File: config.mk
export PLATFORM = sky130hd
export DESIGN_NAME = addrGen3
export DESIGN_NICKNAME = d
export VERILOG_FILES = /design/src/common/agenPkg.sv /design/src/addrGen/addrGen.sv /design/src/addrGen/addrGen3.sv
export VERILOG_INCLUDE_DIRS = /design/src /design/src/common
export SDC_FILE = /design/constraint.sdc
export NUM_CORES = 1
export LEC_CHECK = 0
export BUFFER_PORTS_ARGS = -buffer_cell sky130_fd_sc_hd__buf_2
export CAP_MARGIN = 20
export CORE_ASPECT_RATIO = 0.7
export CORE_MARGIN = 1
export CORE_UTILIZATION = 57
export CTS_BUF_LIST = sky130_fd_sc_hd__clkbuf_8
export DETAILED_ROUTE_END_ITERATION = 16
export PLACE_DENSITY = 0.81
export SLEW_MARGIN = 20
export SYNTH_ARGS = -nofsm -noshare
export SYNTH_HDL_FRONTEND = slang
export SYNTH_SLANG_ARGS = --single-unit
File: constraint.sdc
create_clock -name clk -period 5.3 [get_ports clk]
set_clock_uncertainty 0.15 [all_clocks]
set_input_delay 0 -clock clk [delete_from_list [all_inputs] [get_ports clk]]
set_output_delay 0 -clock clk [all_outputs]
set_load 0.01 [all_outputs]
File: src/common/agen_cfg.svh
`ifndef AGEN_CFG_SVH
`define AGEN_CFG_SVH

// data memory and address generator widths
`define AGEN_ADDR_W       10
`define AGEN_PERIOD_W     10
`define AGEN_DATA_W       32

// wishbone word address, bit 11 selects the data memory
`define AGEN_BUS_ADDR_W   12
`define AGEN_MEM_SEL      11

// unused upper bits of the loop configuration words
`define AGEN_COUNT_PAD_W  (`AGEN_DATA_W - `AGEN_ADDR_W - `AGEN_PERIOD_W)
`define AGEN_STEP_PAD_W   (`AGEN_DATA_W - 2 * `AGEN_ADDR_W)

// second field of the start and timing words starts here
`define AGEN_HI_LSB       16

// register map, word offsets
`define AGEN_REG_COUNT    4'd0
`define AGEN_REG_SRC_STEP 4'd3
`define AGEN_REG_DST_STEP 4'd6
`define AGEN_REG_START    4'd9
`define AGEN_REG_TIMING   4'd10
`define AGEN_REG_CTRL     4'd11

`endif

File: src/common/agenPkg.sv
`include "agen_cfg.svh"

package agenPkg;

   // wishbone classic, host to slave
   typedef struct packed {
      logic                        cyc;
      logic                        stb;
      logic                        we;
      logic [`AGEN_BUS_ADDR_W-1:0] adr;
      logic [`AGEN_DATA_W-1:0]     dat;
   } wbReqT;

   typedef struct packed {
      logic                    ack;
      logic [`AGEN_DATA_W-1:0] dat;
   } wbRspT;

   // iterations in the low bits, period above
   typedef struct packed {
      logic [`AGEN_COUNT_PAD_W-1:0] pad;
      logic [`AGEN_PERIOD_W-1:0]    period;
      logic [`AGEN_ADDR_W-1:0]      iterations;
   } loopCountT;

   typedef struct packed {
      logic [`AGEN_STEP_PAD_W-1:0] pad;
      logic signed [`AGEN_ADDR_W-1:0] shift;
      logic signed [`AGEN_ADDR_W-1:0] incr;
   } loopStepT;

   // same bus word, meaning depends on the register offset
   typedef union packed {
      loopCountT count;
      loopStepT  step;
   } loopWordU;

   // shared by source and destination streams, lvl[0] is innermost
   typedef struct packed {
      logic [`AGEN_PERIOD_W-1:0] duty;
      logic [`AGEN_PERIOD_W-1:0] delay;
      loopCountT [2:0]           lvl;
   } timingCfgT;

   typedef struct packed {
      logic [`AGEN_ADDR_W-1:0] start;
      loopStepT [2:0]          lvl;
   } streamCfgT;

   typedef struct packed {
      logic [`AGEN_ADDR_W-1:0] addr;
      logic                    en;
   } memCmdT;

endpackage

File: src/addrGen/addrGen.sv
`timescale 1ns/10ps
`include "agen_cfg.svh"

// two nested loops: incr inside a period, shift at each period wrap
module addrGen (
   input  logic                           clk,
   input  logic                           rst,
   input  logic                           init,
   input  logic                           run,
   input  logic                           pause,
   input  logic [`AGEN_ADDR_W-1:0]        iterations,
   input  logic [`AGEN_PERIOD_W-1:0]      period,
   input  logic [`AGEN_PERIOD_W-1:0]      duty,
   input  logic [`AGEN_PERIOD_W-1:0]      delay,
   input  logic [`AGEN_ADDR_W-1:0]        start,
   input  logic signed [`AGEN_ADDR_W-1:0] shift,
   input  logic signed [`AGEN_ADDR_W-1:0] incr,
   output logic [`AGEN_ADDR_W-1:0]        addr,
   output logic                           en,
   output logic                           done
);

   logic [`AGEN_PERIOD_W-1:0] perCnt;
   logic [`AGEN_PERIOD_W-1:0] delayCnt;
   logic [`AGEN_ADDR_W-1:0]   iterCnt;
   logic                      active;
   logic                      advance;
   logic                      lastPer;
   logic                      lastIter;

   // extra bit so a count at its maximum does not wrap in the compare
   assign lastPer  = ({1'b0, perCnt} + 1'b1) >= {1'b0, period};
   assign lastIter = ({1'b0, iterCnt} + 1'b1) >= {1'b0, iterations};

   // counters move only once the start delay has run out
   assign advance = active & ~init & ~pause & (delayCnt == '0);
   // duty cycles at the start of each period are enabled
   assign en      = advance & (perCnt < duty);

   always_ff @(posedge clk or posedge rst) begin
      if (rst) begin
         addr     <= '0;
         perCnt   <= '0;
         iterCnt  <= '0;
         delayCnt <= '0;
         active   <= 1'b0;
         done     <= 1'b0;
      end else if (init) begin
         addr     <= start;
         perCnt   <= '0;
         iterCnt  <= '0;
         delayCnt <= delay;
         active   <= run;
         done     <= 1'b0;
      end else if (active & ~pause) begin
         if (delayCnt != '0) begin
            delayCnt <= delayCnt - 1'b1;
         end else if (lastPer) begin
            // shift replaces incr on the last cycle of a period
            perCnt <= '0;
            addr   <= addr + shift;
            if (lastIter) begin
               iterCnt <= '0;
               active  <= 1'b0;
               done    <= 1'b1;
            end else begin
               iterCnt <= iterCnt + 1'b1;
            end
         end else begin
            perCnt <= perCnt + 1'b1;
            addr   <= addr + incr;
         end
      end
   end

endmodule

File: src/addrGen/addrGen3.sv
`timescale 1ns/10ps
`include "agen_cfg.svh"

// six loops: levelA inner, levelB middle, levelC outer
module addrGen3 (
   input  logic                clk,
   input  logic                rst,
   input  logic                run,
   input  agenPkg::timingCfgT  timing,
   input  agenPkg::streamCfgT  cfg,
   output agenPkg::memCmdT     cmd,
   output logic                done
);

   logic [`AGEN_ADDR_W-1:0]   addrA;
   logic [`AGEN_ADDR_W-1:0]   addrB;
   logic [`AGEN_ADDR_W-1:0]   addrC;
   logic [`AGEN_ADDR_W-1:0]   startA;
   logic [`AGEN_ADDR_W-1:0]   startB;
   logic [`AGEN_PERIOD_W-1:0] delayA;
   logic enA;
   logic enB;
   logic enC;
   logic doneA;
   logic doneB;
   logic doneC;
   logic finA;
   logic finB;
   logic finC;
   logic enBReg;
   logic enCReg;
   logic relaunchB;
   logic relaunchBReg;
   logic launchA;
   logic launchB;
   logic pauseB;
   logic pauseC;

   // a level with zero iterations is skipped and counts as finished
   assign finA = doneA | ~(|timing.lvl[0].iterations);
   assign finB = doneB | ~(|timing.lvl[1].iterations);
   assign finC = doneC | ~(|timing.lvl[2].iterations);
   assign done = finA & finB & finC;

   // an outer step restarts the level below from the new address
   assign relaunchB = enCReg & ~doneC;
   assign launchB   = run | relaunchB;
   assign launchA   = run | (enBReg & ~doneB) | relaunchBReg;

   // outer levels take one step each time everything below has finished
   assign pauseB = ~finA | launchA;
   assign pauseC = ~finA | ~finB | launchA | launchB;

   assign startA = run ? cfg.start : addrB;
   assign startB = run ? cfg.start : addrC;
   // start delay only before the very first pass
   assign delayA = run ? timing.delay : '0;

   always_ff @(posedge clk or posedge rst) begin
      if (rst) begin
         enBReg       <= 1'b0;
         enCReg       <= 1'b0;
         relaunchBReg <= 1'b0;
      end else begin
         enBReg       <= enB;
         enCReg       <= enC;
         relaunchBReg <= relaunchB;
      end
   end

   addrGen levelA (
      .clk(clk), .rst(rst), .init(launchA), .run(launchA), .pause(1'b0),
      .iterations(timing.lvl[0].iterations), .period(timing.lvl[0].period),
      .duty(timing.duty), .delay(delayA), .start(startA),
      .shift(cfg.lvl[0].shift), .incr(cfg.lvl[0].incr),
      .addr(addrA), .en(enA), .done(doneA)
   );

   addrGen levelB (
      .clk(clk), .rst(rst), .init(launchB), .run(launchB), .pause(pauseB),
      .iterations(timing.lvl[1].iterations), .period(timing.lvl[1].period),
      .duty(timing.lvl[1].period), .delay({`AGEN_PERIOD_W{1'b0}}), .start(startB),
      .shift(cfg.lvl[1].shift), .incr(cfg.lvl[1].incr),
      .addr(addrB), .en(enB), .done(doneB)
   );

   addrGen levelC (
      .clk(clk), .rst(rst), .init(run), .run(run), .pause(pauseC),
      .iterations(timing.lvl[2].iterations), .period(timing.lvl[2].period),
      .duty(timing.lvl[2].period), .delay({`AGEN_PERIOD_W{1'b0}}), .start(cfg.start),
      .shift(cfg.lvl[2].shift), .incr(cfg.lvl[2].incr),
      .addr(addrC), .en(enC), .done(doneC)
   );

   always_comb begin
      cmd.addr = addrA;
      cmd.en   = enA;
   end

endmodule

Word-level counts from Yosys, hierarchy flattened
Cells that the tools add are included.
{"block": "totals", "register_bits": 129, "elab_cells": 207, "out_inout_bits": 12, "inputBits": 225}
{"block": "op_classes", "magnitude_cmp": 9, "bitwise": 39, "n_reduce_logical": 33, "n_addsub": 21, "n_eq_ne": 3, "muxes": 81}
{"operator": "10-bit two-way mux", "n": 51}
{"operator": "10-bit by 1-bit adder with 11-bit output, second input constant", "n": 6}
{"operator": "11-bit by 10-bit greater-or-equal comparator with 1-bit output", "n": 6}
{"operator": "10-bit by 1-bit adder with 10-bit output, second input constant", "n": 6}
{"operator": "10-bit adder", "n": 6}
{"operator": "10-bit logical NOT", "n": 3}
{"operator": "10-bit less-than comparator", "n": 3}
{"operator": "1-bit two-way mux", "n": 30}
{"operator": "10-bit nonzero test", "n": 3}
{"operator": "10-bit OR reduction", "n": 3}
{"operator": "10-bit by 1-bit subtractor with 10-bit output, second input constant", "n": 3}
{"operator": "2-bit nonzero test", "n": 12}
{"operator": "1-bit AND", "n": 17}
{"operator": "1-bit NOT", "n": 12}
{"operator": "2-bit AND reduction", "n": 6}
{"operator": "4-bit AND reduction", "n": 3}
{"operator": "1-bit OR", "n": 10}
{"operator": "3-bit AND reduction", "n": 3}
{"operator": "2-bit inequality test, second input constant", "n": 3}

Depth between registers and ports, before layout
{"block": "depth", "depth_word": 11, "ltp_mapped": 25}

Cells and area by module
Synthesis repeated with hierarchy kept, for this count alone.
{"block": "unflattened", "cells_unflattened": 1298, "area_unflattened_um2": 10852.9}
{"module": "addrGen at levelA", "area_per_inst_um2": 3539.6, "cells_per_inst": 405, "instances": 1}
{"module": "addrGen at levelC", "area_per_inst_um2": 3425.8, "cells_per_inst": 407, "instances": 1}
{"module": "addrGen at levelB", "area_per_inst_um2": 3383.2, "cells_per_inst": 396, "instances": 1}
{"module": "addrGen3", "area_per_inst_um2": 504.2, "cells_per_inst": 90, "instances": 1}

Least setup slack after synthesis
Ideal clock, no wire load.
{"block": "synth_timing", "path_kind": "register to register", "from": "register levelA.perCnt[0]", "to": "register levelA.addr[8]", "setup_time_ns": 0.128, "arrival_ns": 4.390, "path_stages_with_launch": 26, "required_ns": 5.022, "path_buffers": 2, "path_slack_ns": 0.632, "path_cell_list": "dfrtp_1 > ha_1 > and3_1 > nand3_1 > xnor2_1 > ha_1 > nand4_1 > a21oi_1 > o311ai_0 > a21o_1 > and2_1 > clkbuf_1 > clkbuf_1 > nand2_1 > nand2_1 > ha_1 > inv_1 > fa_1 > nor2b_1 > o21ai_0 > a21oi_1 > o21a_1 > nor2_1 > o21ai_0 > mux2i_1 > nor3_1"}
{"block": "synth_between", "elab_chain_cells": 6}
{"element": "start: declaration", "line_no": "addrGen.sv:23", "source": "logic [`AGEN_PERIOD_W-1:0] perCnt;"}
{"element": "start signal: assignment", "line_no": "addrGen.sv:70", "source": "perCnt <= perCnt + 1'b1;"}
{"element": "10-bit by 1-bit adder with 11-bit output", "line_no": "addrGen.sv:32", "source": "assign lastPer = ({1'b0, perCnt} + 1'b1) >= {1'b0, period};"}
{"element": "11-bit by 10-bit greater-or-equal comparator with 1-bit output", "line_no": "addrGen.sv:32"}
{"element": "10-bit two-way mux", "line_no": "addrGen.sv:58", "source": "end else if (lastPer) begin"}
{"element": "10-bit two-way mux", "line_no": "addrGen.sv:56", "source": "if (delayCnt != '0) begin"}
{"element": "10-bit two-way mux", "line_no": "addrGen.sv:55", "source": "end else if (active & ~pause) begin"}
{"element": "10-bit two-way mux", "line_no": "addrGen.sv:48", "source": "end else if (init) begin"}
{"element": "end signal: assignment", "line_no": "addrGen.sv:49", "source": "addr <= start;"}
{"element": "end signal: assignment", "line_no": "addrGen.sv:61", "source": "addr <= addr + shift;"}
{"element": "end signal: assignment", "line_no": "addrGen.sv:71", "source": "addr <= addr + incr;"}
{"element": "end: declaration", "line_no": "addrGen.sv:18", "source": "output logic [`AGEN_ADDR_W-1:0] addr,"}
Every way passes these cells. The select of a mux whose other input is x is not followed.
A chain may end at the register's enable or synchronous reset.

Final worst setup path
{"block": "layout_timing", "from": "register levelC.perCnt[3]", "to": "register levelC.addr[8]"}
{"block": "layout_between", "elab_chain_cells": 6}
{"element": "start: declaration", "line_no": "addrGen.sv:23"}
{"element": "start signal: assignment", "line_no": "addrGen.sv:70"}
{"element": "10-bit by 1-bit adder with 11-bit output", "line_no": "addrGen.sv:32"}
{"element": "11-bit by 10-bit greater-or-equal comparator with 1-bit output", "line_no": "addrGen.sv:32"}
{"element": "10-bit two-way mux", "line_no": "addrGen.sv:58"}
{"element": "10-bit two-way mux", "line_no": "addrGen.sv:56"}
{"element": "10-bit two-way mux", "line_no": "addrGen.sv:55"}
{"element": "10-bit two-way mux", "line_no": "addrGen.sv:48"}
{"element": "end signal: assignment", "line_no": "addrGen.sv:49"}
{"element": "end signal: assignment", "line_no": "addrGen.sv:61"}
{"element": "end signal: assignment", "line_no": "addrGen.sv:71"}
{"element": "end: declaration", "line_no": "addrGen.sv:18"}
Every way passes these cells. The select of a mux whose other input is x is not followed.

==> metrics.md <==
| Metric | Value |
|---|---|
| Antenna fix cells | `0` |
| Nets@finish | `1833` |
| Post-synth ARST share | `1.00` |
| Largest net degree at the start of global routing | `60` |
| Status | `complete, no violations` |
| Clock buffers created by TritonCTS | `17` |
| VDD IR max | `133 uV` |
| Initial DRC count | `705` |
| EDFF count, synth | `0` |
| First-pass GRT wire length | `44200 um` |
| Critical path fanouts, max | `10` |
| Post-DP HPWL | `between 15000 and 20000 um` |
| Die area | `19000 um^2` |
| PwrDens | `around 220 nW/um^2` |
| DRT Pass-1 Iters | `5` |
| Antenna violations before repair | `0` |
| Clk sinks | `129` |
| DRC | `0` |
| Post-synthesis cell type count | `between 60 and 70` |
| GRT Util Overall | `0.296` |
| Warnings, synthesis | `0` |
| Boundary pin count | `between 200 and 250` |
| Slew headroom | `0.351` |
| Die width | `164 um` |
| WL/cell | `between 15 and 20 um` |
| Yosys top cell area share | `0.308` |
| Count of final setup violators | `0` |
| Core Area | `18000 um^2` |
| Vias per cell | `~5.8` |
| Worst endpoint required time | `5.46 ns` |
| Setup_tns | `0 ns` |
| Slowest cell on crit path | `dlygate4sd3_1` |
| Sequential area share after synthesis | `0.308` |
| Clock Latency Late Sink | `~0.47 ns` |
| Pre-CTS setup slack | `around 0.23 ns` |
| Unrepaired setup endpoints after global routing | `no` |
| Yosys top cell by area | `dfrtp_1` |
| Clock-pin slew on the worst setup and hold paths | `~0.08 ns` |
| Largest stage delay, worst path | `0.56 ns` |
| Mapped Cells | `1283` |
| Port Buf Inserts | `164` |
| R2r setup slk | `0.35 ns` |
| Area contributors post-synth | `dfrtp_1 31%, ha_1 15%, nand2_1 5.7%` |
| Clk root buf | `clkbuf_8` |
| Maxcap violations | `0` |
| Fin. Hold Viols | `0` |
| Critical Path AT | `5.11 ns` |
| Routed via count | `10000` |
| Min-delay worst type | `in -> reg` |
| Post-synthesis net count | `about 1600` |
| CP startpoint kind | `flip-flop` |
| Drt total wl | `27200 um` |
| GP Congestion | `0.935` |
| Most frequent cells in the layout | `164 x buf_2, 159 x nand2_1, 125 x dfrtp_1` |
| Initial cell density of the core | `0.583` |
| Die height | `about 120 um` |
| Max-slew violation count | `0` |
| Worst setup EP type | `flip-flop` |
| Mapped Area | `10500 um^2` |
| Top FF cell, synth | `dfrtp_1` |
| Setup ws final | `0.348 ns` |
| Yosys reg bits | `129` |
| # rows | `around 40` |
| H-Tree Depth | `4` |
| Tcrit/Tclk final | `0.934` |
| GRT overflow | `0` |
| Most common cell after layout, fill and taps aside | `buf_2` |
| Pleak | `6.27 nW` |
| Worst setup path category | `reg -> reg` |
| Fin crit period | `4.95 ns` |
| Max Clk Rate | `202 MHz` |
| TritonCTS clock tree | `yes` |
| Vias in the first global route | `9126` |
| Slew at the pin closest to its max-slew limit | `0.973 ns` |
| Layout cell share with drive strength beyond 1 | `0.168` |
| Syn-to-layout area delta | `19.0%` |
| CP Cell Sequence | `nand2_1, nor2_2, and3_1, nand3_1, xnor2_2, ha_1, nor2b_1, a311oi_2, o21ai_2, buf_4, nand2_1, nand2_1, dlygate4sd3_1, inv_1, fa_1, inv_1, a21o_1, a21oi_2, o21bai_1, a21o_1, a31oi_1, xor2_1, a21oi_1` |
| Clk buf depth | `2` |
| Average size of a mapped cell | `8.18 um^2` |
| Worst path most repeated cell | `nand2_1` |
| Post-route ant nets | `0` |
==> cell type report <==
type                       count  area [um^2]
clock buffer                  19          262
clock inverter                13          208
fill                        1449         5520
inverter                     103          389
multi-input combinational   1009         6760
sequential                   129         3230
tap                          236          295
timing repair buffer         220         1340
==> per-stage QoR <==
stage / utilization / cells / power [mW] / area, um^2 / hold slack (ns)
after detailed placement: 0.643 / 1658 / 1.69 / 11600 / 0.00662
after global routing: 0.693 / 1729 / 2.86 / 12500 / 0.00673
final: 0.693 / 1729 / 2.73 / 12500 / 0.0104
after floorplan: - / 1283 / 1.50 / 10500 / -0.00776
after CTS: 0.690 / 1728 / 2.72 / 12400 / 0.000468
after global placement: 0.643 / 1658 / 1.66 / 11600 / 0.00669
==> per-layer routing <==
| layer | wire length (um) | global-route usage | vias to the layer above |
|---|---|---|---|
| met1 | 12800 | 0.420 | 4726 |
| met5 | 0 | 0 | - |
| met2 | 12200 | 0.456 | 326 |
| met3 | 1770 | 0.0616 | 35 |
| met4 | 378 | 0.0864 | 0 |
| li1 | - | - | 4920 |
==> cells by family (layout without fill, tap and decap cells) <==
| family | after synthesis | after routing | share of synthesized area |
|---|---|---|---|
| AND/OR/NAND/NOR | 456 | 456 | 0.207 |
| buffers and inverters | 145 | 355 | 0.0527 |
| multiplexers | 22 | 22 | 0.0223 |
| XOR/XNOR | 76 | 76 | 0.0634 |
| flip-flops | 129 | 129 | 0.308 |
| AO/OA/AOI/OAI | 327 | 327 | 0.192 |
| adder cells (fa/ha/maj) | 128 | 128 | 0.155 |
==> repair_timing <==
| action | 4_1_cts | 5_1_grt |
|---|---|---|
| endpoints found under the setup margin | 0 | 10 |
| hold buffers | 38 | 0 |
| endpoints found under the hold margin | 98 | 0 |
| gates resized for setup | 0 | 17 |
| buffers inserted | 0 | 1 |
==> final timing paths <==
path	start	endpoint	cells after the start
setup / recovery	levelC.perCnt[3]	levelC.addr[8]	23
hold / removal	cfg[9]	levelA.addr[9]	6
setup reg to reg	levelC.perCnt[3]	levelC.addr[8]	23
hold reg to reg	levelC.active	levelC.active	1
max in group asynchronous	rst	levelC.perCnt[4]	4
min in group asynchronous	rst	levelA.iterCnt[5]	3
==> critical path: cells and delay by family (launching register included) <==
family,cells,cell delay (ns)
xor gates and xnor gates,2,0.36
DFF,1,0.45
and+or+nand+nor,7,1.05
buffers and inverters,4,0.89
adders and majority gates,2,0.50
AOI/OAI and AO/OA,8,1.40
==> Yosys cell counts (3+ instances only) <==
| master | n |
|---|---|
| a32oi_1 | 3 |
| clkbuf_1 | 36 |
| or4_1 | 4 |
| a2bb2oi_1 | 5 |
| nor3_1 | 23 |
| or2_2 | 4 |
| xor2_1 | 28 |
| a21o_1 | 21 |
| o21a_1 | 16 |
| o21ai_1 | 3 |
| nor2_1 | 90 |
| a21oi_1 | 80 |
| dfrtp_1 | 129 |
| nor2b_1 | 17 |
| nand2b_1 | 32 |
| o31ai_1 | 15 |
| a41oi_1 | 3 |
| o21ai_0 | 105 |
| nand3b_1 | 8 |
| a31oi_1 | 12 |
| mux2_2 | 11 |
| o2111ai_1 | 3 |
| o41ai_1 | 5 |
| and2_1 | 6 |
| xnor2_1 | 48 |
| nand4_1 | 5 |
| mux2i_1 | 11 |
| and3_1 | 18 |
| buf_2 | 4 |
| a2111oi_0 | 3 |
| fa_1 | 3 |
| a22oi_1 | 14 |
| or3_1 | 14 |
| nor4_1 | 11 |
| a22o_1 | 3 |
| ha_1 | 125 |
| nand3_1 | 54 |
| nand2_1 | 160 |
| o21bai_1 | 3 |
| inv_1 | 103 |
| a211oi_1 | 17 |
==> power breakdown <==
group	switching [mW]	internal, mW	total [mW]
Combinational	0.325	0.280	0.605
Clock	0.432	0.586	1.02
Sequential	0.0628	1.04	1.10
Total	0.819	1.91	2.73
(Power assumes the default switching activity.)
