--- config.mk ---
export PLATFORM = sky130hd
export DESIGN_NAME = wbCfgRegs
export DESIGN_NICKNAME = d
export VERILOG_FILES = /design/src/common/agenPkg.sv /design/src/rtl/wbCfgRegs.sv
export VERILOG_INCLUDE_DIRS = /design/src /design/src/common
export SDC_FILE = /design/constraint.sdc
export NUM_CORES = 1
export LEC_CHECK = 0
export ABC_CLOCK_PERIOD_IN_PS = 18300
export BUFFER_PORTS_ARGS = -buffer_cell sky130_fd_sc_hd__buf_2
export CAP_MARGIN = 20
export CORE_ASPECT_RATIO = 0.8
export CORE_UTILIZATION = 40
export DETAILED_ROUTE_END_ITERATION = 7
export GPL_ROUTABILITY_DRIVEN = 1
export GPL_TIMING_DRIVEN = 1
export PLACE_DENSITY = 0.65
export SYNTH_ARGS = -nofsm -noshare
export SYNTH_HDL_FRONTEND = slang
export SYNTH_SLANG_ARGS = --single-unit
--- constraint.sdc ---
create_clock -name clk -period 18.3 [get_ports clk]
set_clock_uncertainty 0.2 [all_clocks]
set_input_delay 1.83 -clock clk [delete_from_list [all_inputs] [get_ports clk]]
set_output_delay 1.83 -clock clk [all_outputs]
set_load 0.005 [all_outputs]
--- src/common/agen_cfg.svh ---
`ifndef AGEN_CFG_SVH
`define AGEN_CFG_SVH

// data memory and address generator widths
`define AGEN_ADDR_W       10
`define AGEN_PERIOD_W     10
`define AGEN_DATA_W       32

// wishbone word address, bit 11 selects the data memory
`define AGEN_BUS_ADDR_W   12
`define AGEN_MEM_SEL      11

// unused upper bits of the loop configuration words
`define AGEN_COUNT_PAD_W  (`AGEN_DATA_W - `AGEN_ADDR_W - `AGEN_PERIOD_W)
`define AGEN_STEP_PAD_W   (`AGEN_DATA_W - 2 * `AGEN_ADDR_W)

// second field of the start and timing words starts here
`define AGEN_HI_LSB       16

// register map, word offsets
`define AGEN_REG_COUNT    4'd0
`define AGEN_REG_SRC_STEP 4'd3
`define AGEN_REG_DST_STEP 4'd6
`define AGEN_REG_START    4'd9
`define AGEN_REG_TIMING   4'd10
`define AGEN_REG_CTRL     4'd11

`endif

--- src/common/agenPkg.sv ---
`include "agen_cfg.svh"

package agenPkg;

   // wishbone classic, host to slave
   typedef struct packed {
      logic                        cyc;
      logic                        stb;
      logic                        we;
      logic [`AGEN_BUS_ADDR_W-1:0] adr;
      logic [`AGEN_DATA_W-1:0]     dat;
   } wbReqT;

   typedef struct packed {
      logic                    ack;
      logic [`AGEN_DATA_W-1:0] dat;
   } wbRspT;

   // iterations in the low bits, period above
   typedef struct packed {
      logic [`AGEN_COUNT_PAD_W-1:0] pad;
      logic [`AGEN_PERIOD_W-1:0]    period;
      logic [`AGEN_ADDR_W-1:0]      iterations;
   } loopCountT;

   typedef struct packed {
      logic [`AGEN_STEP_PAD_W-1:0] pad;
      logic signed [`AGEN_ADDR_W-1:0] shift;
      logic signed [`AGEN_ADDR_W-1:0] incr;
   } loopStepT;

   // same bus word, meaning depends on the register offset
   typedef union packed {
      loopCountT count;
      loopStepT  step;
   } loopWordU;

   // shared by source and destination streams, lvl[0] is innermost
   typedef struct packed {
      logic [`AGEN_PERIOD_W-1:0] duty;
      logic [`AGEN_PERIOD_W-1:0] delay;
      loopCountT [2:0]           lvl;
   } timingCfgT;

   typedef struct packed {
      logic [`AGEN_ADDR_W-1:0] start;
      loopStepT [2:0]          lvl;
   } streamCfgT;

   typedef struct packed {
      logic [`AGEN_ADDR_W-1:0] addr;
      logic                    en;
   } memCmdT;

endpackage

--- src/rtl/wbCfgRegs.sv ---
`timescale 1ns/10ps
`include "agen_cfg.svh"

module wbCfgRegs (
   input  logic                    clk,
   input  logic                    rst,
   input  agenPkg::wbReqT          wbReq,
   output agenPkg::wbRspT          wbRsp,
   output agenPkg::timingCfgT      timing,
   output agenPkg::streamCfgT      srcCfg,
   output agenPkg::streamCfgT      dstCfg,
   output logic                    start,
   output logic [`AGEN_ADDR_W-1:0] hostAddr,
   output logic                    hostWe,
   output logic                    hostRe,
   output logic [`AGEN_DATA_W-1:0] hostWdata,
   input  logic [`AGEN_DATA_W-1:0] hostRdata,
   input  logic                    busy
);

   agenPkg::loopWordU [2:0] countWord;
   agenPkg::loopWordU [2:0] srcStepWord;
   agenPkg::loopWordU [2:0] dstStepWord;
   logic [`AGEN_DATA_W-1:0] startWord;
   logic [`AGEN_DATA_W-1:0] timingWord;
   logic [`AGEN_DATA_W-1:0] regRdata;
   logic [`AGEN_DATA_W-1:0] rspData;
   logic [3:0]              regOff;
   logic                    ackReg;
   logic                    rdWait;
   logic                    access;
   logic                    isMem;
   logic                    cfgWr;

   assign isMem  = wbReq.adr[`AGEN_MEM_SEL];
   assign regOff = wbReq.adr[3:0];
   // one access per strobe, none while an ack or a memory read is pending
   assign access = wbReq.cyc & wbReq.stb & ~ackReg & ~rdWait;
   assign cfgWr  = access & ~isMem & wbReq.we & ~busy;

   assign hostAddr  = wbReq.adr[`AGEN_ADDR_W-1:0];
   assign hostWdata = wbReq.dat;
   assign hostWe    = access & isMem & wbReq.we;
   assign hostRe    = access & isMem & ~wbReq.we;

   always_ff @(posedge clk or posedge rst) begin
      if (rst) begin
         countWord   <= '0;
         srcStepWord <= '0;
         dstStepWord <= '0;
         startWord   <= '0;
         timingWord  <= '0;
      end else if (cfgWr) begin
         for (int i = 0; i < 3; i++) begin
            if (regOff == `AGEN_REG_COUNT + i)
               countWord[i] <= wbReq.dat;
            if (regOff == `AGEN_REG_SRC_STEP + i)
               srcStepWord[i] <= wbReq.dat;
            if (regOff == `AGEN_REG_DST_STEP + i)
               dstStepWord[i] <= wbReq.dat;
         end
         if (regOff == `AGEN_REG_START)
            startWord <= wbReq.dat;
         if (regOff == `AGEN_REG_TIMING)
            timingWord <= wbReq.dat;
      end
   end

   // memory reads take one extra cycle for the registered RAM output
   always_ff @(posedge clk or posedge rst) begin
      if (rst) begin
         ackReg <= 1'b0;
         rdWait <= 1'b0;
         start  <= 1'b0;
      end else begin
         ackReg <= (access & ~hostRe) | rdWait;
         rdWait <= hostRe;
         start  <= cfgWr & (regOff == `AGEN_REG_CTRL) & wbReq.dat[0];
      end
   end

   always_ff @(posedge clk) begin
      if (rdWait)
         rspData <= hostRdata;
      else if (access)
         rspData <= regRdata;
   end

   always_comb begin
      regRdata = '0;
      for (int i = 0; i < 3; i++) begin
         if (regOff == `AGEN_REG_COUNT + i)
            regRdata = countWord[i];
         if (regOff == `AGEN_REG_SRC_STEP + i)
            regRdata = srcStepWord[i];
         if (regOff == `AGEN_REG_DST_STEP + i)
            regRdata = dstStepWord[i];
      end
      case (regOff)
         `AGEN_REG_START:  regRdata = startWord;
         `AGEN_REG_TIMING: regRdata = timingWord;
         `AGEN_REG_CTRL:   regRdata = {{(`AGEN_DATA_W - 1){1'b0}}, busy};
         default: ;
      endcase
   end

   // unpack the stored words into the generator settings
   always_comb begin
      timing.duty   = timingWord[`AGEN_PERIOD_W-1:0];
      timing.delay  = timingWord[`AGEN_HI_LSB +: `AGEN_PERIOD_W];
      srcCfg.start  = startWord[`AGEN_ADDR_W-1:0];
      dstCfg.start  = startWord[`AGEN_HI_LSB +: `AGEN_ADDR_W];
      for (int i = 0; i < 3; i++) begin
         timing.lvl[i] = countWord[i].count;
         srcCfg.lvl[i] = srcStepWord[i].step;
         dstCfg.lvl[i] = dstStepWord[i].step;
      end
   end

   always_comb begin
      wbRsp.ack = ackReg;
      wbRsp.dat = rspData;
   end

   ackOneCycle: assert property (@(posedge clk) disable iff (rst) ackReg |=> !ackReg);

endmodule

# --- Yosys cells after proc, flatten, opt, wreduce, memory -nomap -nowiden ---
# Cells that the tools add are included.
word_totals:
  in_bits: 82
  regBits: 387
  out_inout_bits: 406
  word_cells: 70
op_classes:
  n_bitwise: 19
  eq_ne: 11
  n_reduce_logical: 13
  mux: 12
ops:
  columns: ["cell", "count"]
  rows:
  - ["32-bit 2-to-1 mux", 11]
  - ["32-bit case mux with 3 select lines", 1]
  - ["2-bit AND reduction", 11]
  - ["4-bit by 3-bit == test with 1-bit output, second input constant", 4]
  - ["4-bit == test, second input constant", 4]
  - ["1-bit bitwise AND", 12]
  - ["4-bit by 2-bit == test with 1-bit output, second input constant", 2]
  - ["1-bit NOT", 6]
  - ["4-bit by 1-bit == test with 1-bit output, second input constant", 1]
  - ["4-bit zero test", 1]
  - ["2-bit nonzero test", 1]
  - ["1-bit OR", 1]

# --- Depth between registers and ports, before layout ---
# Gate-level depths: netlist of the first run.
logic_depth:
  ltp_word: 13
  mapped_depth: 8
  ltp_nobuf: 5

# --- Worst setup path after synthesis of the first run ---
# Ideal clock, no wire load.
synth_path:
  path_type: "input-to-output"
  from: "input wbReq[45] (netlist name)"
  to: "output hostRe"
  arrival_time_ns: 2.276
  path_slack_ns: 13.994
  n_path_buf: 0
  required_time_ns: 16.270
  cell_stages: 3
  cell_sequence: "and4bb_1 > nand2_1 > nor2_1"
synth_between:
  elab_chain_cells: 5
synth_rtl:
  columns: ["item", "line", "rtl"]
  rows:
  - ["start, declared", "wbCfgRegs.sv:7", "input agenPkg::wbReqT wbReq,"]
  - ["1-bit bitwise AND (3 in series)", "wbCfgRegs.sv:38", "assign access = wbReq.cyc & wbReq.stb & ~ackReg & ~rdWait;"]
  - ["1-bit bitwise AND (2 in series)", "wbCfgRegs.sv:44", "assign hostRe = access & isMem & ~wbReq.we;"]
  - ["end, declared", "wbCfgRegs.sv:15", "output logic hostRe,"]
# Every way passes these cells.

# --- Final worst setup path of the first run ---
layout_path:
  from: "input wbReq[32] (netlist name)"
  to: "output hostAddr[0]"
layout_rtl:
  columns: ["item", "line", "rtl"]
  rows:
  - ["end, declared", "wbCfgRegs.sv:13", "output logic [`AGEN_ADDR_W-1:0] hostAddr,"]
# No word-level cell between the ends.

==> impl_metrics.ini, run 1 <==
[outcome]
run_status = completed

[synthesis]
ys.flop_type = dfrtp_1
synth_enable_flop_cells = 32
yosysWarnings = 0
synthArstFlopShare = 0.917
ys_seq_elements = 387
synth_area_sq_um = 18500
synth_cell_types = 44
avgSynthCellArea_sq_um = 12.1
synth_nets = 1603
ys_seq_area_frac = 0.533
syn_inst = 1521

[die]
start_util = 0.405
top_level_ports = 488
die_y_um = 194
coreArea_sq_um = 45600
die_area_sq_um = 47100
row_count = 70
die_w_um = 242

[hold_path]
hold_path_depth = 1
hold_start = startWord[31]
hold_path.class = reg -> reg
holdPathEnd = startWord[31]

[global_routing]
grt_first_pass_wirelength_um = 98700
grtUsageTotal = 0.284
gr-total-overflow = 0
antenna_found_initial = 0
grt_pass1_vias = 14400
grt_max_degree = 174

[timing]
setup_violations = 0
post-route-min-period_ps = 5120
final.period_utilization = 0.280
grt_setup_unrepaired = false
setup_tns_ps = 0
fmax_mhz = 195
hold_violations = 0
worstMarginPinSlew_ps = 1170
max_slew_margin = 0.222
timing.hold.ws_ps = 307
final_max_slew_viol_count = 0
setup_slack_ps = 13180

[power_and_ir_drop]
p_total_mw = 1.98
powerDensity_nw_per_um2 = 89.4
vdd_drop_max_mv = 0.0537
p_leak_nw = 11.6

[routing]
avgViaCountPerCell = 5.93
drt-initial-drc-count = 1341
routed_wl_um = 68200
vias = 14700
drc_errors = 0
dr.pass1.iters = 5
wl_per_cell_um = 27.5
antenna_left = 0

[clocking]
ctsLongestPathBuffers = 3
insertion_delay_ps = 560
hold_buffers = 0
cts.clk_slew.worst_paths_ps = 60
cts_setup_buffers = 0
htreeDepth = 2
cts_tree = done
numClockSinks = 387
cts_buffers = 42
clock-root-buffer = clkbuf_16
cts_resized = 0

[run]
cap_violations = 0

[final_layout]
area_growth_syn_to_layout_pct = 20.0
fin_nets = 1921
layout-drive-gt1-share = 0.512
n_fill_cell = 4190
fin_area_sq_um = 22200

[critical_path]
r2r_slack_ps = 15270
cp-start-kind = input pin
endpoint_kind = output port
rr_startpoint = rdWait
critPathArrivalTime_ps = 3090
r2r_cells = 6
worstPathRequired_ps = 16270
r2r-end = timing[49]
cp_max_fo = 31
crit_type = in -> out

[place]
pre_cts_ws_ps = 12980
portBuffers = 474
dp_hpwl_um = 43000
gp_congestion = 0.843
postPlaceCellArea_sq_um = 20800
-- Yosys cell counts (all sizes together), types with 30 or more instances --
master | count | area, sq um
nor2b | 37 | 231
nand2 | 69 | 259
a22oi | 52 | 390
o21ai | 69 | 345
dfrtp | 355 | 8880
mux2 | 379 | 4270
clkbuf | 101 | 379
a21oi | 123 | 616
edfxtp | 32 | 961
buf | 129 | 840
a31oi | 30 | 188
-- per-layer routing --
| metal | up-vias | share of wire | global-route usage |
|---|---|---|---|
| li1 | 6116 | - | - |
| met1 | 7592 | 0.42 | 0.399 |
| met2 | 887 | 0.44 | 0.426 |
| met3 | 137 | 0.10 | 0.0699 |
| met4 | 0 | 0.028 | 0.0987 |
| met5 | - | 0 | 0 |
-- through the flow --
step / utilization / instances
2_1_floorplan: - / 1521
3_3_place_gp: 0.455 / 2405
3_5_place_dp: 0.456 / 2406
4_1_cts: 0.485 / 2481
5_1_grt: 0.486 / 2482
6_report: 0.486 / 2483
-- critical path: stages --
cell	delay, ps
buf_4	420
buf_4	590
buf_2	220
-- registers in the layout, summed over array words and instances, names as in the netlist --
signal      count
ackReg          1
dstCfg         96
rdWait          1
rspData        32
srcCfg         96
start           1
startWord      32
timing         96
timingWord     32
-- layout make-up --
class                   instances  area (sq um)  share of cell area
diodes                          1          2.50            0.000113
clock inverters                 7          63.8             0.00288
multi-input cells             897          7530               0.340
well taps                     612           766              0.0346
repair buffers                504          2650               0.119
inverters                       7          33.8             0.00152
clock buffers                  68          1270              0.0574
flip-flops and latches        387          9850               0.444
-- placed cells by master, fill, tap and decap left out, types with 6 or more instances in the layout --
cell       instances
dfrtp_1          354
buf_4             29
nand2_1           60
nand2_2            9
a22oi_1           52
buf_2            472
edfxtp_1          32
a21oi_1          123
mux2_2           364
mux2i_1            6
a221oi_1           6
clkbuf_1          17
clkbuf_16         45
a31oi_1           30
a21o_1            25
nor2b_1           31
nor2b_4            6
clkbuf_8           6
o21ai_0           69
o211ai_1          25
mux2_1            15
o32ai_1           25
-- report_power, final --
part	switching (mW)	total [mW]	internal [mW]	leakage, nW
clock network	0.354	0.842	0.489	0.656
registers	0.0255	0.929	0.904	5.21
logic	0.130	0.210	0.0798	5.76
total	0.509	1.98	1.47	11.6
-- worst max-delay path by stage --
stage | start | endpoint | depth (start not counted)
6_report | wbReq[32] | hostAddr[0] | 3
5_1_grt | wbReq[32] | hostAddr[0] | 3
4_1_cts | wbReq[32] | hostAddr[0] | 3
3_5_place_dp | wbReq[32] | timing[58] | 7
3_3_place_gp | wbReq[32] | timing[47] | 7
2_1_floorplan | rst | ackReg | 1
-- kinds of logic after synthesis --
family / Yosys count / share of synthesized area
AO/OA/AOI/OAI: 374 / 0.127
multiplexers: 387 / 0.237
AND/OR/NAND/NOR: 136 / 0.0364
buffers and inverters: 237 / 0.0674
flip-flops: 387 / 0.533
Note: power is estimated with default switching activity, not from simulation.
==> inputs of run 2 (changes only) <==
--- a/config.mk
+++ b/config.mk
@@ -6,7 +6,8 @@
 export SDC_FILE = /design/constraint.sdc
 export NUM_CORES = 1
 export LEC_CHECK = 0
-export ABC_CLOCK_PERIOD_IN_PS = 18300
+export ABC_AREA = 1
+export ABC_CLOCK_PERIOD_IN_PS = 4100
 export BUFFER_PORTS_ARGS = -buffer_cell sky130_fd_sc_hd__buf_2
 export CAP_MARGIN = 20
 export CORE_ASPECT_RATIO = 0.8
@@ -14,7 +15,7 @@
 export DETAILED_ROUTE_END_ITERATION = 7
 export GPL_ROUTABILITY_DRIVEN = 1
 export GPL_TIMING_DRIVEN = 1
-export PLACE_DENSITY = 0.65
+export PLACE_DENSITY = 0.68
 export SYNTH_ARGS = -nofsm -noshare
 export SYNTH_HDL_FRONTEND = slang
 export SYNTH_SLANG_ARGS = --single-unit
==> constraint.sdc (replaced) <==
create_clock -name clk -period 4.1 [get_ports clk]
set_clock_uncertainty 0.2 [all_clocks]
set_input_delay 0.41 -clock clk [delete_from_list [all_inputs] [get_ports clk]]
set_output_delay 0.41 -clock clk [all_outputs]
set_load 0.005 [all_outputs]
==> impl_metrics.ini, run 2 <==
[power_and_ir_drop]
intPower_mw = 6.48
p_leak_nw = 11.0
p_switching_mw = 2.14
p_comb_frac = 0.084
p_clk_frac = 0.435
seqPwrFrac = 0.481
p_total_mw = 8.62
powerDensity_nw_per_um2 = 404
sw_frac_of_total = 0.248
vdd_drop_max_mv = 0.254

[global_routing]
gr-total-overflow = 0
grt_pass1_vias = 15300
grtUsageTotal = 0.277
grt_first_pass_wirelength_um = 94400
antenna_found_initial = 0
grt_max_degree = 116

[place]
dp_hpwl_um = 40700
gp_congestion = 0.893
portBuffers = 474
pre_cts_ws_ps = 970

[critical_path]
cp_max_fo = 64
critical_path.max_stage_delay_ps = 770
crit_type = in -> reg
critPathArrivalTime_ps = 3140
critPathLaunch = wbReq[45]
rr_startpoint = ackReg
cpMaxStageDelayCell = nand3_4
worstPathRequired_ps = 4330
cp-start-kind = input pin
worstPathCellList = dlygate4sd3_1 -> buf_2 -> nand3b_4 -> nor2_2 -> nand2_1 -> inv_2 -> nand3_4 -> o21ai_0
endpoint_kind = flop

[timing]
grt_setup_unrepaired = false
final_max_slew_viol_count = 0
setup_violations = 0
fmax_mhz = 343
post-route-min-period_ps = 2910
hold_violations = 0
setup_slack_ps = 1190
timing.hold.ws_ps = 25.2
worstMarginPinSlew_ps = 949
max_slew_margin = 0.367
setup_tns_ps = 0
final.period_utilization = 0.711

[routing]
wl_per_cell_um = 20.5
avgViaCountPerCell = 5.24
drt-initial-drc-count = 1525
vias = 16000
drc_errors = 0
antenna_left = 0
routed_wl_um = 62400
dr.pass1.iters = 5

[outcome]
run_status = completed

[clocking]
cts.clk_slew.worst_paths_ps = 60
insertion_delay_ps = 540
cts_buffers = 41
htreeDepth = 2
cts_resized = 0
cts_tree = done
hold_buffers = 34
clock-root-buffer = clkbuf_16
numClockSinks = 387
ctsLongestPathBuffers = 3
cts_setup_buffers = 0

[die]
die_area_sq_um = 44700
coreArea_sq_um = 43200
start_util = 0.406
top_level_ports = 488
row_count = 68
die_y_um = 189
die_w_um = 236

[synthesis]
synth_fa_ha_area_frac = 0
ys.flop_type = dfrtp_1
ys_seq_elements = 387
synth_compound_area_frac = 0.101
synth.most_common_cell = nand2_1
syn_inst = 2110
synth.area.top_cells = dfrtp_1 (51%), nand2_1 (13%), o21ai_0 (5.7%)
synth_area_sq_um = 17500
yosysWarnings = 0
synth_cell_types = 26
synth.area.mux_share = 0
synthArstFlopShare = 0.917
ys_seq_area_frac = 0.561
synth_nets = 2192
synth_top_family_by_area = simple AND/OR/NAND/NOR gates
yosysTopAreaCell = dfrtp_1
synth_enable_flop_cells = 32
yosysTopAreaCellShare = 0.506
synth-simple-area-share = 0.243
synth_xor_xnor_area_share = 0
avgSynthCellArea_sq_um = 8.32
yosys-top-cells-count = nand2_1 (614), dfrtp_1 (355), nor2_1 (225), o21ai_0 (201), o21ai_1 (152)

[final_layout]
layout_commonest_cell = nand2_1
layout-drive-gt1-share = 0.240
area_growth_syn_to_layout_pct = 21.7
fin_nets = 2540
antennaDiodeCount = 0
final_cell_mix = nand2_1 (613), buf_2 (474), dfrtp_1 (355), nor2_1 (225), o21ai_0 (201)

[run]
cap_violations = 0

[hold_path]
hold_path.class = in -> reg
hold_start = hostRdata[6]
[run 2: changes by cell type after synthesis, moves of 52 or more]
cell     previous run  this run
o21ai_1             0       152
nor2_1              8       225
a22oi_1            52         0
inv_1               6       104
mux2_2            364         0
a21oi_1           123         1
nand3_1             7       126
nand2_1            69       614
o21ai_0            69       201
[run 2: power groups by stage]
stage / sequential [mW] / combinational (mW) / clock, mW
2_1_floorplan: 4.21 / 0.368 / 0
6_report: 4.15 / 0.726 / 3.75
5_1_grt: 4.17 / 0.805 / 3.95
3_5_place_dp: 4.21 / 0.704 / 0
4_1_cts: 4.15 / 0.732 / 3.80
3_3_place_gp: 4.21 / 0.689 / 0
[run 2: final timing paths]
kind                       slack (ps)  cells past startpoint            end
min                                30                      3     rspData[6]
min in group asynchronous         310                      3     timing[56]
min reg2reg                       290                      2  startWord[29]
max in group asynchronous        2330                      5     dstCfg[11]
max reg2reg                      1250                      6      dstCfg[9]
max                              1190                      8      dstCfg[9]
[run 2: per-stage QoR]
stage	utilization	cell area, sq um	cells
6_report	0.494	21400	3049
5_1_grt	0.494	21400	3049
4_1_cts	0.494	21400	3049
3_5_place_dp	0.455	19700	2941
3_3_place_gp	0.455	19700	2941
2_1_floorplan	-	17500	2110
[run 2: metal layers]
metal  share of wire  vias up  GRT usage
li1                -     7393          -
met1            0.42     7762      0.362
met2            0.47      710      0.461
met3           0.085      105     0.0599
met4           0.024        0     0.0804
met5               0        -          0
[run 2: cells by family (layout without fill, tap and decap cells)]
| group | count (synthesis) | count (layout) |
|---|---|---|
| buffers and inverters | 339 | 718 |
| flip-flops | 387 | 387 |
| AND/OR/NAND/NOR | 1029 | 1029 |
| AO/OA/AOI/OAI | 355 | 355 |
[run 2: critical path: cells and delay by family]
family          cells  cell delay, ps
simple gates        4            1170
compound gates      1             500
buf+inv             3            1020
[run 2: area by class of cell]
class | count | area [sq um]
Multi-Input combinational cell | 1384 | 6080
Inverter | 110 | 417
Tap cell | 560 | 701
Sequential cell | 387 | 9840
Timing Repair Buffer | 534 | 2970
Clock buffer | 62 | 1230
Clock inverter | 12 | 115
Fill cell | 4134 | 21900
